===== config.mk =====
export PLATFORM = sky130hd
export DESIGN_NAME = crypto_control
export DESIGN_NICKNAME = d
export VERILOG_FILES = /design/src/hw/crypto_pkg.sv /design/src/hw/sm_pkg.sv /design/src/hw/address_counters.sv /design/src/hw/wrap_feed.sv /design/src/hw/wrap_sequencer.sv /design/src/hw/crypto_control.sv
export SDC_FILE = /design/constraint.sdc
export NUM_CORES = 1
export LEC_CHECK = 0
export ABC_CLOCK_PERIOD_IN_PS = 4650
export BUFFER_PORTS_ARGS = -buffer_cell sky130_fd_sc_hd__buf_2
export CORE_MARGIN = 2
export CORE_UTILIZATION = 49
export CTS_BUF_LIST = sky130_fd_sc_hd__clkbuf_4 sky130_fd_sc_hd__clkbuf_8 sky130_fd_sc_hd__clkbuf_16
export DETAILED_ROUTE_END_ITERATION = 12
export GPL_TIMING_DRIVEN = 0
export PLACE_DENSITY = 0.79
export SETUP_SLACK_MARGIN = 0.4
export SKIP_LAST_GASP = 1
export SLEW_MARGIN = 20
export SYNTH_ARGS = -nofsm -noshare
export SYNTH_HDL_FRONTEND = slang
export SYNTH_SLANG_ARGS = --single-unit

===== constraint.sdc =====
create_clock -name clk -period 4.65 [get_ports clk]
set_input_delay 0.93 -clock clk [delete_from_list [all_inputs] [get_ports clk]]
set_output_delay 0.93 -clock clk [all_outputs]
set_load 0.05 [all_outputs]

===== src/hw/crypto_pkg.sv =====
`default_nettype none

package crypto_pkg;

    // data word between memory and sponge
    typedef logic [15:0] word_t;

    // byte address
    typedef logic [15:0] addr_t;

    localparam int security_bits = 64;

    // tag length in bytes
    localparam addr_t tag_bytes = addr_t'(security_bits / 8);

    // address step per word
    localparam addr_t word_bytes = 16'd2;

    typedef enum logic [3:0] {
        idle,
        check_sm,
        ad_init,
        ad_load,
        ad_wait,
        body_init,
        body_load,
        body_wait,
        tag_init,
        tag_write,
        tag_write_wait,
        tag_verify,
        tag_verify_wait,
        fail,
        success
    } wrap_state_t;

endpackage

`default_nettype wire


===== src/hw/sm_pkg.sv =====
`default_nettype none

package sm_pkg;

    // what the module table puts on sm_data
    typedef enum logic [2:0] {
        req_none = 3'd0,
        req_id   = 3'd1
    } sm_request_t;

    // module id word
    typedef logic [15:0] sm_id_t;

endpackage

`default_nettype wire


===== src/hw/address_counters.sv =====
`timescale 1ns/1ps
`default_nettype none

module address_counters (
    input  wire                     clk,
    input  wire                     ctr_init,
    input  wire                     ctr_inc,
    input  wire                     limit_init,
    input  wire                     cipher_init,
    input  wire                     cipher_inc,
    input  wire                     select_cipher,
    input  wire crypto_pkg::addr_t  ctr_base,
    input  wire crypto_pkg::addr_t  limit,
    input  wire crypto_pkg::addr_t  cipher_base,
    output logic                    mem_done,
    output crypto_pkg::addr_t       mab
);

    crypto_pkg::addr_t ctr;
    crypto_pkg::addr_t limit_reg;
    crypto_pkg::addr_t cipher_ctr;

    // read address over the current range
    always_ff @(posedge clk)
    begin
        if (ctr_init)
            ctr <= ctr_base;
        else if (ctr_inc)
            ctr <= ctr + crypto_pkg::word_bytes;
    end

    always_ff @(posedge clk)
    begin
        if (limit_init)
            limit_reg <= limit;
    end

    // output address for cipher words
    always_ff @(posedge clk)
    begin
        if (cipher_init)
            cipher_ctr <= cipher_base;
        else if (cipher_inc)
            cipher_ctr <= cipher_ctr + crypto_pkg::word_bytes;
    end

    // an empty range counts as done at once
    assign mem_done = ctr >= limit_reg;

    assign mab = select_cipher ? cipher_ctr : ctr;

endmodule

`default_nettype wire


===== src/hw/wrap_feed.sv =====
`timescale 1ns/1ps
`default_nettype none

module wrap_feed (
    input  wire                     clk,
    input  wire                     reset,
    input  wire crypto_pkg::word_t  data_val,
    input  wire                     update,
    input  wire                     set_start,
    input  wire crypto_pkg::word_t  mem_in,
    input  wire crypto_pkg::word_t  wrap_data_out,
    input  wire                     wrap_data_out_ready,
    output crypto_pkg::word_t       wrap_data_in,
    output logic                    wrap_start_continue,
    output logic                    tag_ok
);

    // next sponge input word
    always_ff @(posedge clk)
    begin
        if (update)
            wrap_data_in <= data_val;
    end

    // start pulse lands one cycle after the request
    always_ff @(posedge clk)
    begin
        if (reset)
            wrap_start_continue <= 1'b0;
        else
            wrap_start_continue <= set_start;
    end

    // only a ready word can mismatch
    assign tag_ok = !wrap_data_out_ready || (wrap_data_out == mem_in);

endmodule

`default_nettype wire


===== src/hw/wrap_sequencer.sv =====
`timescale 1ns/1ps
`default_nettype none

module wrap_sequencer (
    input  wire                     clk,
    input  wire                     reset,
    input  wire                     start,
    input  wire                     cmd_wrap,
    input  wire                     cmd_unwrap,
    input  wire                     cmd_id,
    input  wire crypto_pkg::addr_t  r10,
    input  wire crypto_pkg::addr_t  r11,
    input  wire crypto_pkg::addr_t  r12,
    input  wire crypto_pkg::addr_t  r13,
    input  wire crypto_pkg::addr_t  r14,
    input  wire crypto_pkg::addr_t  r15,
    input  wire crypto_pkg::word_t  mem_in,
    input  wire sm_pkg::sm_id_t     sm_data,
    input  wire                     sm_data_select_valid,
    input  wire                     sm_key_select_valid,
    input  wire                     wrap_busy,
    input  wire                     wrap_data_out_ready,
    input  wire crypto_pkg::word_t  wrap_data_out,
    input  wire                     mem_done,
    input  wire                     tag_ok,
    output logic                    busy,
    output logic                    reg_write,
    output logic                    mb_en,
    output logic [1:0]              mb_wr,
    output crypto_pkg::word_t       data_out,
    output sm_pkg::sm_request_t     sm_request,
    output logic                    wrap_reset,
    output logic                    wrap_last_block,
    output logic                    ctr_init,
    output logic                    ctr_inc,
    output crypto_pkg::addr_t       ctr_base,
    output logic                    limit_init,
    output crypto_pkg::addr_t       limit,
    output logic                    cipher_init,
    output logic                    cipher_inc,
    output crypto_pkg::addr_t       cipher_base,
    output logic                    select_cipher,
    output crypto_pkg::word_t       data_val,
    output logic                    update,
    output logic                    set_start
);

    crypto_pkg::wrap_state_t state;
    crypto_pkg::wrap_state_t next_state;

    logic do_wrap;
    logic sm_valid;

    assign do_wrap = cmd_wrap | cmd_unwrap;

    // wrap and unwrap need a key and identity needs module data
    assign sm_valid = (!cmd_id || sm_data_select_valid) &&
                      (!do_wrap || sm_key_select_valid);

    always_comb
    begin
        next_state = state;
        case (state)
            crypto_pkg::idle:
                next_state = start ? crypto_pkg::check_sm : crypto_pkg::idle;
            crypto_pkg::check_sm:
                if (!sm_valid)
                    next_state = crypto_pkg::fail;
                else if (do_wrap)
                    next_state = crypto_pkg::ad_init;
                else if (cmd_id)
                    next_state = crypto_pkg::success;
                else
                    next_state = crypto_pkg::fail;
            crypto_pkg::ad_init,
            crypto_pkg::ad_load:
                next_state = crypto_pkg::ad_wait;
            crypto_pkg::ad_wait:
                if (wrap_busy)
                    next_state = crypto_pkg::ad_wait;
                else if (!mem_done)
                    next_state = crypto_pkg::ad_load;
                else
                    next_state = crypto_pkg::body_init;
            crypto_pkg::body_init,
            crypto_pkg::body_load:
                next_state = crypto_pkg::body_wait;
            crypto_pkg::body_wait:
                if (wrap_busy)
                    next_state = crypto_pkg::body_wait;
                else if (mem_done)
                    next_state = crypto_pkg::tag_init;
                else
                    next_state = crypto_pkg::body_load;
            crypto_pkg::tag_init:
                next_state = cmd_wrap ? crypto_pkg::tag_write_wait
                                      : crypto_pkg::tag_verify_wait;
            crypto_pkg::tag_write:
                next_state = crypto_pkg::tag_write_wait;
            crypto_pkg::tag_write_wait:
                if (wrap_busy)
                    next_state = crypto_pkg::tag_write_wait;
                else if (mem_done)
                    next_state = crypto_pkg::success;
                else
                    next_state = crypto_pkg::tag_write;
            crypto_pkg::tag_verify:
                next_state = tag_ok ? crypto_pkg::tag_verify_wait : crypto_pkg::fail;
            crypto_pkg::tag_verify_wait:
                if (!tag_ok)
                    next_state = crypto_pkg::fail;
                else if (wrap_busy)
                    next_state = crypto_pkg::tag_verify_wait;
                else if (mem_done)
                    next_state = crypto_pkg::success;
                else
                    next_state = crypto_pkg::tag_verify;
            crypto_pkg::fail,
            crypto_pkg::success:
                next_state = crypto_pkg::idle;
            default:
                next_state = crypto_pkg::idle;
        endcase
    end

    always_ff @(posedge clk)
    begin
        if (reset)
            state <= crypto_pkg::idle;
        else
            state <= next_state;
    end

    // controls follow the state being entered
    always_comb
    begin
        busy = 1'b1;
        reg_write = 1'b0;
        mb_en = 1'b0;
        mb_wr = 2'b00;
        data_out = '0;
        sm_request = sm_pkg::req_none;
        wrap_reset = 1'b0;
        wrap_last_block = 1'b0;
        ctr_init = 1'b0;
        ctr_inc = 1'b0;
        ctr_base = '0;
        limit_init = 1'b0;
        limit = '0;
        cipher_init = 1'b0;
        cipher_inc = 1'b0;
        cipher_base = '0;
        select_cipher = 1'b0;
        data_val = '0;
        update = 1'b0;
        set_start = 1'b0;

        case (next_state)
            crypto_pkg::idle:
            begin
                busy = 1'b0;
                wrap_reset = 1'b1;
            end
            crypto_pkg::ad_init:
            begin
                ctr_init = 1'b1;
                ctr_base = r10;
                limit_init = 1'b1;
                limit = r11;
            end
            crypto_pkg::ad_load,
            crypto_pkg::body_load:
            begin
                data_val = mem_in;
                update = 1'b1;
                set_start = 1'b1;
                ctr_inc = 1'b1;
            end
            crypto_pkg::ad_wait:
            begin
                mb_en = 1'b1;
                wrap_last_block = mem_done;
            end
            crypto_pkg::body_init:
            begin
                ctr_init = 1'b1;
                ctr_base = r12;
                limit_init = 1'b1;
                limit = r13;
                cipher_init = 1'b1;
                cipher_base = r14;
            end
            crypto_pkg::body_wait:
            begin
                // ready word goes out to the cipher range
                mb_en = 1'b1;
                mb_wr = wrap_data_out_ready ? 2'b11 : 2'b00;
                select_cipher = wrap_data_out_ready;
                cipher_inc = wrap_data_out_ready;
                data_out = wrap_data_out;
                wrap_last_block = mem_done;
            end
            crypto_pkg::tag_init:
            begin
                ctr_init = 1'b1;
                ctr_base = r15;
                limit_init = 1'b1;
                limit = r15 + crypto_pkg::tag_bytes;
            end
            crypto_pkg::tag_write:
                set_start = 1'b1;
            crypto_pkg::tag_write_wait:
            begin
                mb_en = wrap_data_out_ready;
                mb_wr = wrap_data_out_ready ? 2'b11 : 2'b00;
                ctr_inc = wrap_data_out_ready;
                data_out = wrap_data_out;
            end
            crypto_pkg::tag_verify:
            begin
                set_start = 1'b1;
                mb_en = 1'b1;
            end
            crypto_pkg::tag_verify_wait:
            begin
                mb_en = 1'b1;
                ctr_inc = wrap_data_out_ready;
            end
            crypto_pkg::fail:
                reg_write = 1'b1;
            crypto_pkg::success:
            begin
                reg_write = 1'b1;
                sm_request = sm_pkg::req_id;
                data_out = cmd_id ? sm_data : 16'h0001;
            end
            default:
            begin
            end
        endcase
    end

endmodule

`default_nettype wire


===== src/hw/crypto_control.sv =====
`timescale 1ns/1ps
`default_nettype none

module crypto_control (
    input  wire                     clk,
    input  wire                     reset,
    input  wire                     start,
    input  wire                     cmd_wrap,
    input  wire                     cmd_unwrap,
    input  wire                     cmd_id,
    input  wire crypto_pkg::addr_t  r10,
    input  wire crypto_pkg::addr_t  r11,
    input  wire crypto_pkg::addr_t  r12,
    input  wire crypto_pkg::addr_t  r13,
    input  wire crypto_pkg::addr_t  r14,
    input  wire crypto_pkg::addr_t  r15,
    input  wire crypto_pkg::word_t  mem_in,
    input  wire sm_pkg::sm_id_t     sm_data,
    input  wire                     sm_data_select_valid,
    input  wire                     sm_key_select_valid,
    input  wire                     wrap_busy,
    input  wire crypto_pkg::word_t  wrap_data_out,
    input  wire                     wrap_data_out_ready,
    output logic                    busy,
    output logic                    reg_write,
    output crypto_pkg::word_t       data_out,
    output sm_pkg::sm_request_t     sm_request,
    output logic                    mb_en,
    output logic [1:0]              mb_wr,
    output crypto_pkg::addr_t       mab,
    output logic                    wrap_reset,
    output logic                    wrap_start_continue,
    output crypto_pkg::word_t       wrap_data_in,
    output logic                    wrap_last_block
);

    // counter controls
    logic              ctr_init;
    logic              ctr_inc;
    crypto_pkg::addr_t ctr_base;
    logic              limit_init;
    crypto_pkg::addr_t limit;
    logic              cipher_init;
    logic              cipher_inc;
    crypto_pkg::addr_t cipher_base;
    logic              select_cipher;
    logic              mem_done;

    // sponge feed controls
    crypto_pkg::word_t data_val;
    logic              update;
    logic              set_start;
    logic              tag_ok;

    wrap_sequencer sequencer_i (
        .clk                  (clk),
        .reset                (reset),
        .start                (start),
        .cmd_wrap             (cmd_wrap),
        .cmd_unwrap           (cmd_unwrap),
        .cmd_id               (cmd_id),
        .r10                  (r10),
        .r11                  (r11),
        .r12                  (r12),
        .r13                  (r13),
        .r14                  (r14),
        .r15                  (r15),
        .mem_in               (mem_in),
        .sm_data              (sm_data),
        .sm_data_select_valid (sm_data_select_valid),
        .sm_key_select_valid  (sm_key_select_valid),
        .wrap_busy            (wrap_busy),
        .wrap_data_out_ready  (wrap_data_out_ready),
        .wrap_data_out        (wrap_data_out),
        .mem_done             (mem_done),
        .tag_ok               (tag_ok),
        .busy                 (busy),
        .reg_write            (reg_write),
        .mb_en                (mb_en),
        .mb_wr                (mb_wr),
        .data_out             (data_out),
        .sm_request           (sm_request),
        .wrap_reset           (wrap_reset),
        .wrap_last_block      (wrap_last_block),
        .ctr_init             (ctr_init),
        .ctr_inc              (ctr_inc),
        .ctr_base             (ctr_base),
        .limit_init           (limit_init),
        .limit                (limit),
        .cipher_init          (cipher_init),
        .cipher_inc           (cipher_inc),
        .cipher_base          (cipher_base),
        .select_cipher        (select_cipher),
        .data_val             (data_val),
        .update               (update),
        .set_start            (set_start)
    );

    address_counters counters_i (
        .clk           (clk),
        .ctr_init      (ctr_init),
        .ctr_inc       (ctr_inc),
        .limit_init    (limit_init),
        .cipher_init   (cipher_init),
        .cipher_inc    (cipher_inc),
        .select_cipher (select_cipher),
        .ctr_base      (ctr_base),
        .limit         (limit),
        .cipher_base   (cipher_base),
        .mem_done      (mem_done),
        .mab           (mab)
    );

    wrap_feed feed_i (
        .clk                 (clk),
        .reset               (reset),
        .data_val            (data_val),
        .update              (update),
        .set_start           (set_start),
        .mem_in              (mem_in),
        .wrap_data_out       (wrap_data_out),
        .wrap_data_out_ready (wrap_data_out_ready),
        .wrap_data_in        (wrap_data_in),
        .wrap_start_continue (wrap_start_continue),
        .tag_ok              (tag_ok)
    );

endmodule

`default_nettype wire


==> results.cfg <==
[timing]
max_freq_ghz = 0.2214
final.period_utilization_pct = 97.14
period_needed_ns = 4.517
finalSetupViolCount = 0
worst_pin_slew_ns = 1.029
skew_ns = 0.01268
setup_ws_ns = 0.1329
grt_setup_unrepaired = true
final_hold_viol_count = 0
slew_headroom_pct = 31.40
slew_viol_final = 0

[cts]
root_buffer = clkbuf_8
cts_buffers = 9
cts.path.max_buffers = 2
cts_hold_buf = 0
h-tree-depth = 3
clk_pin_slew_ns = 0.09
clock_latency_ns = 0.36
cts_tree = done
cts_sinks = 69

[critical_path]
worstReg2RegEnd = counters_i.ctr[11]$_DFFE_PP_
r2r_cells = 12
arrival_ns = 3.59
end_kind = output port
worstSetupPathType = reg -> out
critical_path_required_ns = 3.72
start_kind = register
worstPathMaxFanout = 5
r2r_slack_ns = 0.67
r2r-start = counters_i.ctr[13]$_DFFE_PP_
crit_path_start = counters_i.ctr[13]$_DFFE_PP_

[yosys]
synth_top_area_share_pct = 38.13
synthAdderAreaFrac_pct = 4.717
ys_types = 63
synthMuxAreaShare_pct = 3.972
synth_flop_cell = edfxtp_1
postSynth.asyncResetShare_pct = 0
synth_xor_xnor_area_share_pct = 9.558
synth_edf_count = 64
avgSynthCellArea_um2 = 9.941
synth_compound_area_share_pct = 19.39
yosys-top-cells-area = edfxtp_1 38%, xnor2_1 5.9%, ha_1 4.7%, xor2_1 3.6%, a222oi_1 3.6%
synth_area_leader_cell = edfxtp_1
yosys_warnings = 0
syn_area_mm2 = 0.005040
ys_seq_area_share_pct = 40.12
synth-seq-cells = 69
synth_top_family_by_area = compound AO/OA/AOI/OAI gates
synth_cells = 507
synthSimpleGateAreaFrac_pct = 17.18

[placed_design]
portBuffers = 209
dpl.hpwl_um = 12360
gp_congestion = 0.9302
post-place-ws_ns = -0.6192

[global_route]
grt_max_degree = 26
antenna_found_initial = 0
grt_pass1_vias = 5039
overflow = 0
grt_pass1_wl_um = 24730
grtUsageTotal_pct = 28.58

[hold_path]
holdCritStartpoint = counters_i.cipher_ctr[1]$_DFFE_PP_
holdPathEnd = counters_i.cipher_ctr[1]$_DFFE_PP_
hold_path.class = reg -> reg
worstHoldPathCells = 1

[floorplanning]
start_util_pct = 49.71
rows = 37
core_mm2 = 0.01014
die_area_mm2 = 0.01111
die_h_um = 105.4
io_pins = 213
die_w_um = 105.4

[pwr]
p_leak_nw = 3.031
power_density_mw_per_mm2 = 761.7
ir_drop_uv = 505.9

[routing]
drt-pass1-iter-count = 5
antenna_left = 0
via_per_inst = 5.830
wire_per_inst_um = 18.74
dr.first_iter.drc_count = 419
drt-total-wl_um = 16880
drc = 0
vias = 5253

[layout]
diodes = 0
regArea_mm2 = 0.002022
area_delta_synth_final_pct = 42.75
final_common_cell = buf_2
fillers = 763
fin_nets = 934
multi_input_area_mm2 = 0.002978
post-route-util_pct = 70.96
mostFrequentLayoutCells = 174 x buf_2, 64 x edfxtp_1, 41 x buf_6
drive_gt1_share_pct = 41.96

[outcome]
outcome = finished, final reports clean

[run]
maxCapViolCount = 0
==> critical path, cell delays in order, from the launching register on <==
cell	delay, ns
edfxtp_1	0.47
ha_4	0.31
nand4_1	0.14
or3_4	0.45
or4_4	0.47
and4_4	0.21
o21ai_4	0.18
nand4_1	0.21
a21oi_4	0.24
buf_6	0.16
and2_4	0.17
buf_6	0.09
buf_8	0.13
==> cell families after synthesis <==
logic type	after synthesis
buf+inv	56
compound gates	131
xor+xnor	55
mux	18
flops	69
other cells	1
simple gates	158
fa+ha+maj	19
==> per-layer routing <==
metal  up-vias  part of all wire (%)  global-route usage [%]  wire [um]
li1       2426                     -                       -          -
met1      2498                    38                   34.06       6432
met2       289                    51                   50.37       8556
met3        40                   7.7                   5.133       1301
met4         0                   3.5                   12.19        592
met5         -                     0                       0          0
==> synth_stat cells, types with 2 or more instances <==
cell type and instances:
a21o_1 2, nand3_1 22, a21oi_1 6, o2111ai_1 2, mux2i_1 2, nor2_1 20
and3_1 14, a31oi_1 5, and4_1 2, nand2b_1 7, a311oi_2 2, nand2_1 37
nor3_2 2, a211o_1 3, mux2_2 16, xnor2_1 34, a32oi_1 2, nand4_1 11
o21ai_1 13, and2_1 20, nor3_1 4, a222oi_1 18, o21ai_0 27, nor2b_1 4
a22oi_1 13, o21a_1 2, o211ai_1 4, buf_6 2, edfxtp_1 64, or3_1 5
a22o_1 17, or2_2 2, inv_1 28, buf_4 5, clkbuf_1 14, buf_2 6
o31ai_1 2, dfxtp_1 5, ha_1 19, xor2_1 21
==> area by class of cell <==
class	count	share of cell area, %
plain buffers	28	2.452
flip-flops and latches	69	28.10
clock buffers	9	1.722
clock inverters	6	1.217
multi-input cells	383	41.39
repair buffers	242	21.23
well taps	136	2.365
inverters	28	1.513
==> how the worst max path moves through the flow <==
stage                        endpoint  slack (ns)  cells after the start
after global routing         mb_wr[1]        0.02                     12
after detailed placement     mb_wr[1]       -0.62                     12
after floorplan           data_out[0]        0.15                     10
after CTS                    mb_wr[1]        0.24                     12
after global placement       mb_wr[1]       -0.56                     12
final                        mb_wr[1]        0.13                     12
==> power breakdown <==
part,internal (W),total [W],switching [W]
Combinational,0.00146,0.00368,0.00222
Sequential,0.00109,0.00125,0.000161
Clock,0.000299,0.000549,0.000250
==> per-stage QoR <==
step                      cell area [um^2]  setup TNS, ns  hold slack (ns)  std cells  total power [W]
final                                 7194              0           0.6881        901         0.005480
after global routing                  7194              0           0.7238        901         0.005766
after CTS                             6960              0           0.6803        891         0.005162
after detailed placement              6286         -8.259           0.6586        854         0.004152
after global placement                6276         -7.075           0.6485        853         0.004073
after floorplan                       5060              0           0.6127        508         0.003391
==> repair_timing <==
item | 4_1_cts | 5_1_grt
gates cloned | 1 | 1
buffers inserted | 21 | 9
pin swaps | 19 | 12
setup endpoints to repair | 40 | 40
resized for setup | 80 | 42
Note: power is estimated with default switching activity, not from simulation.
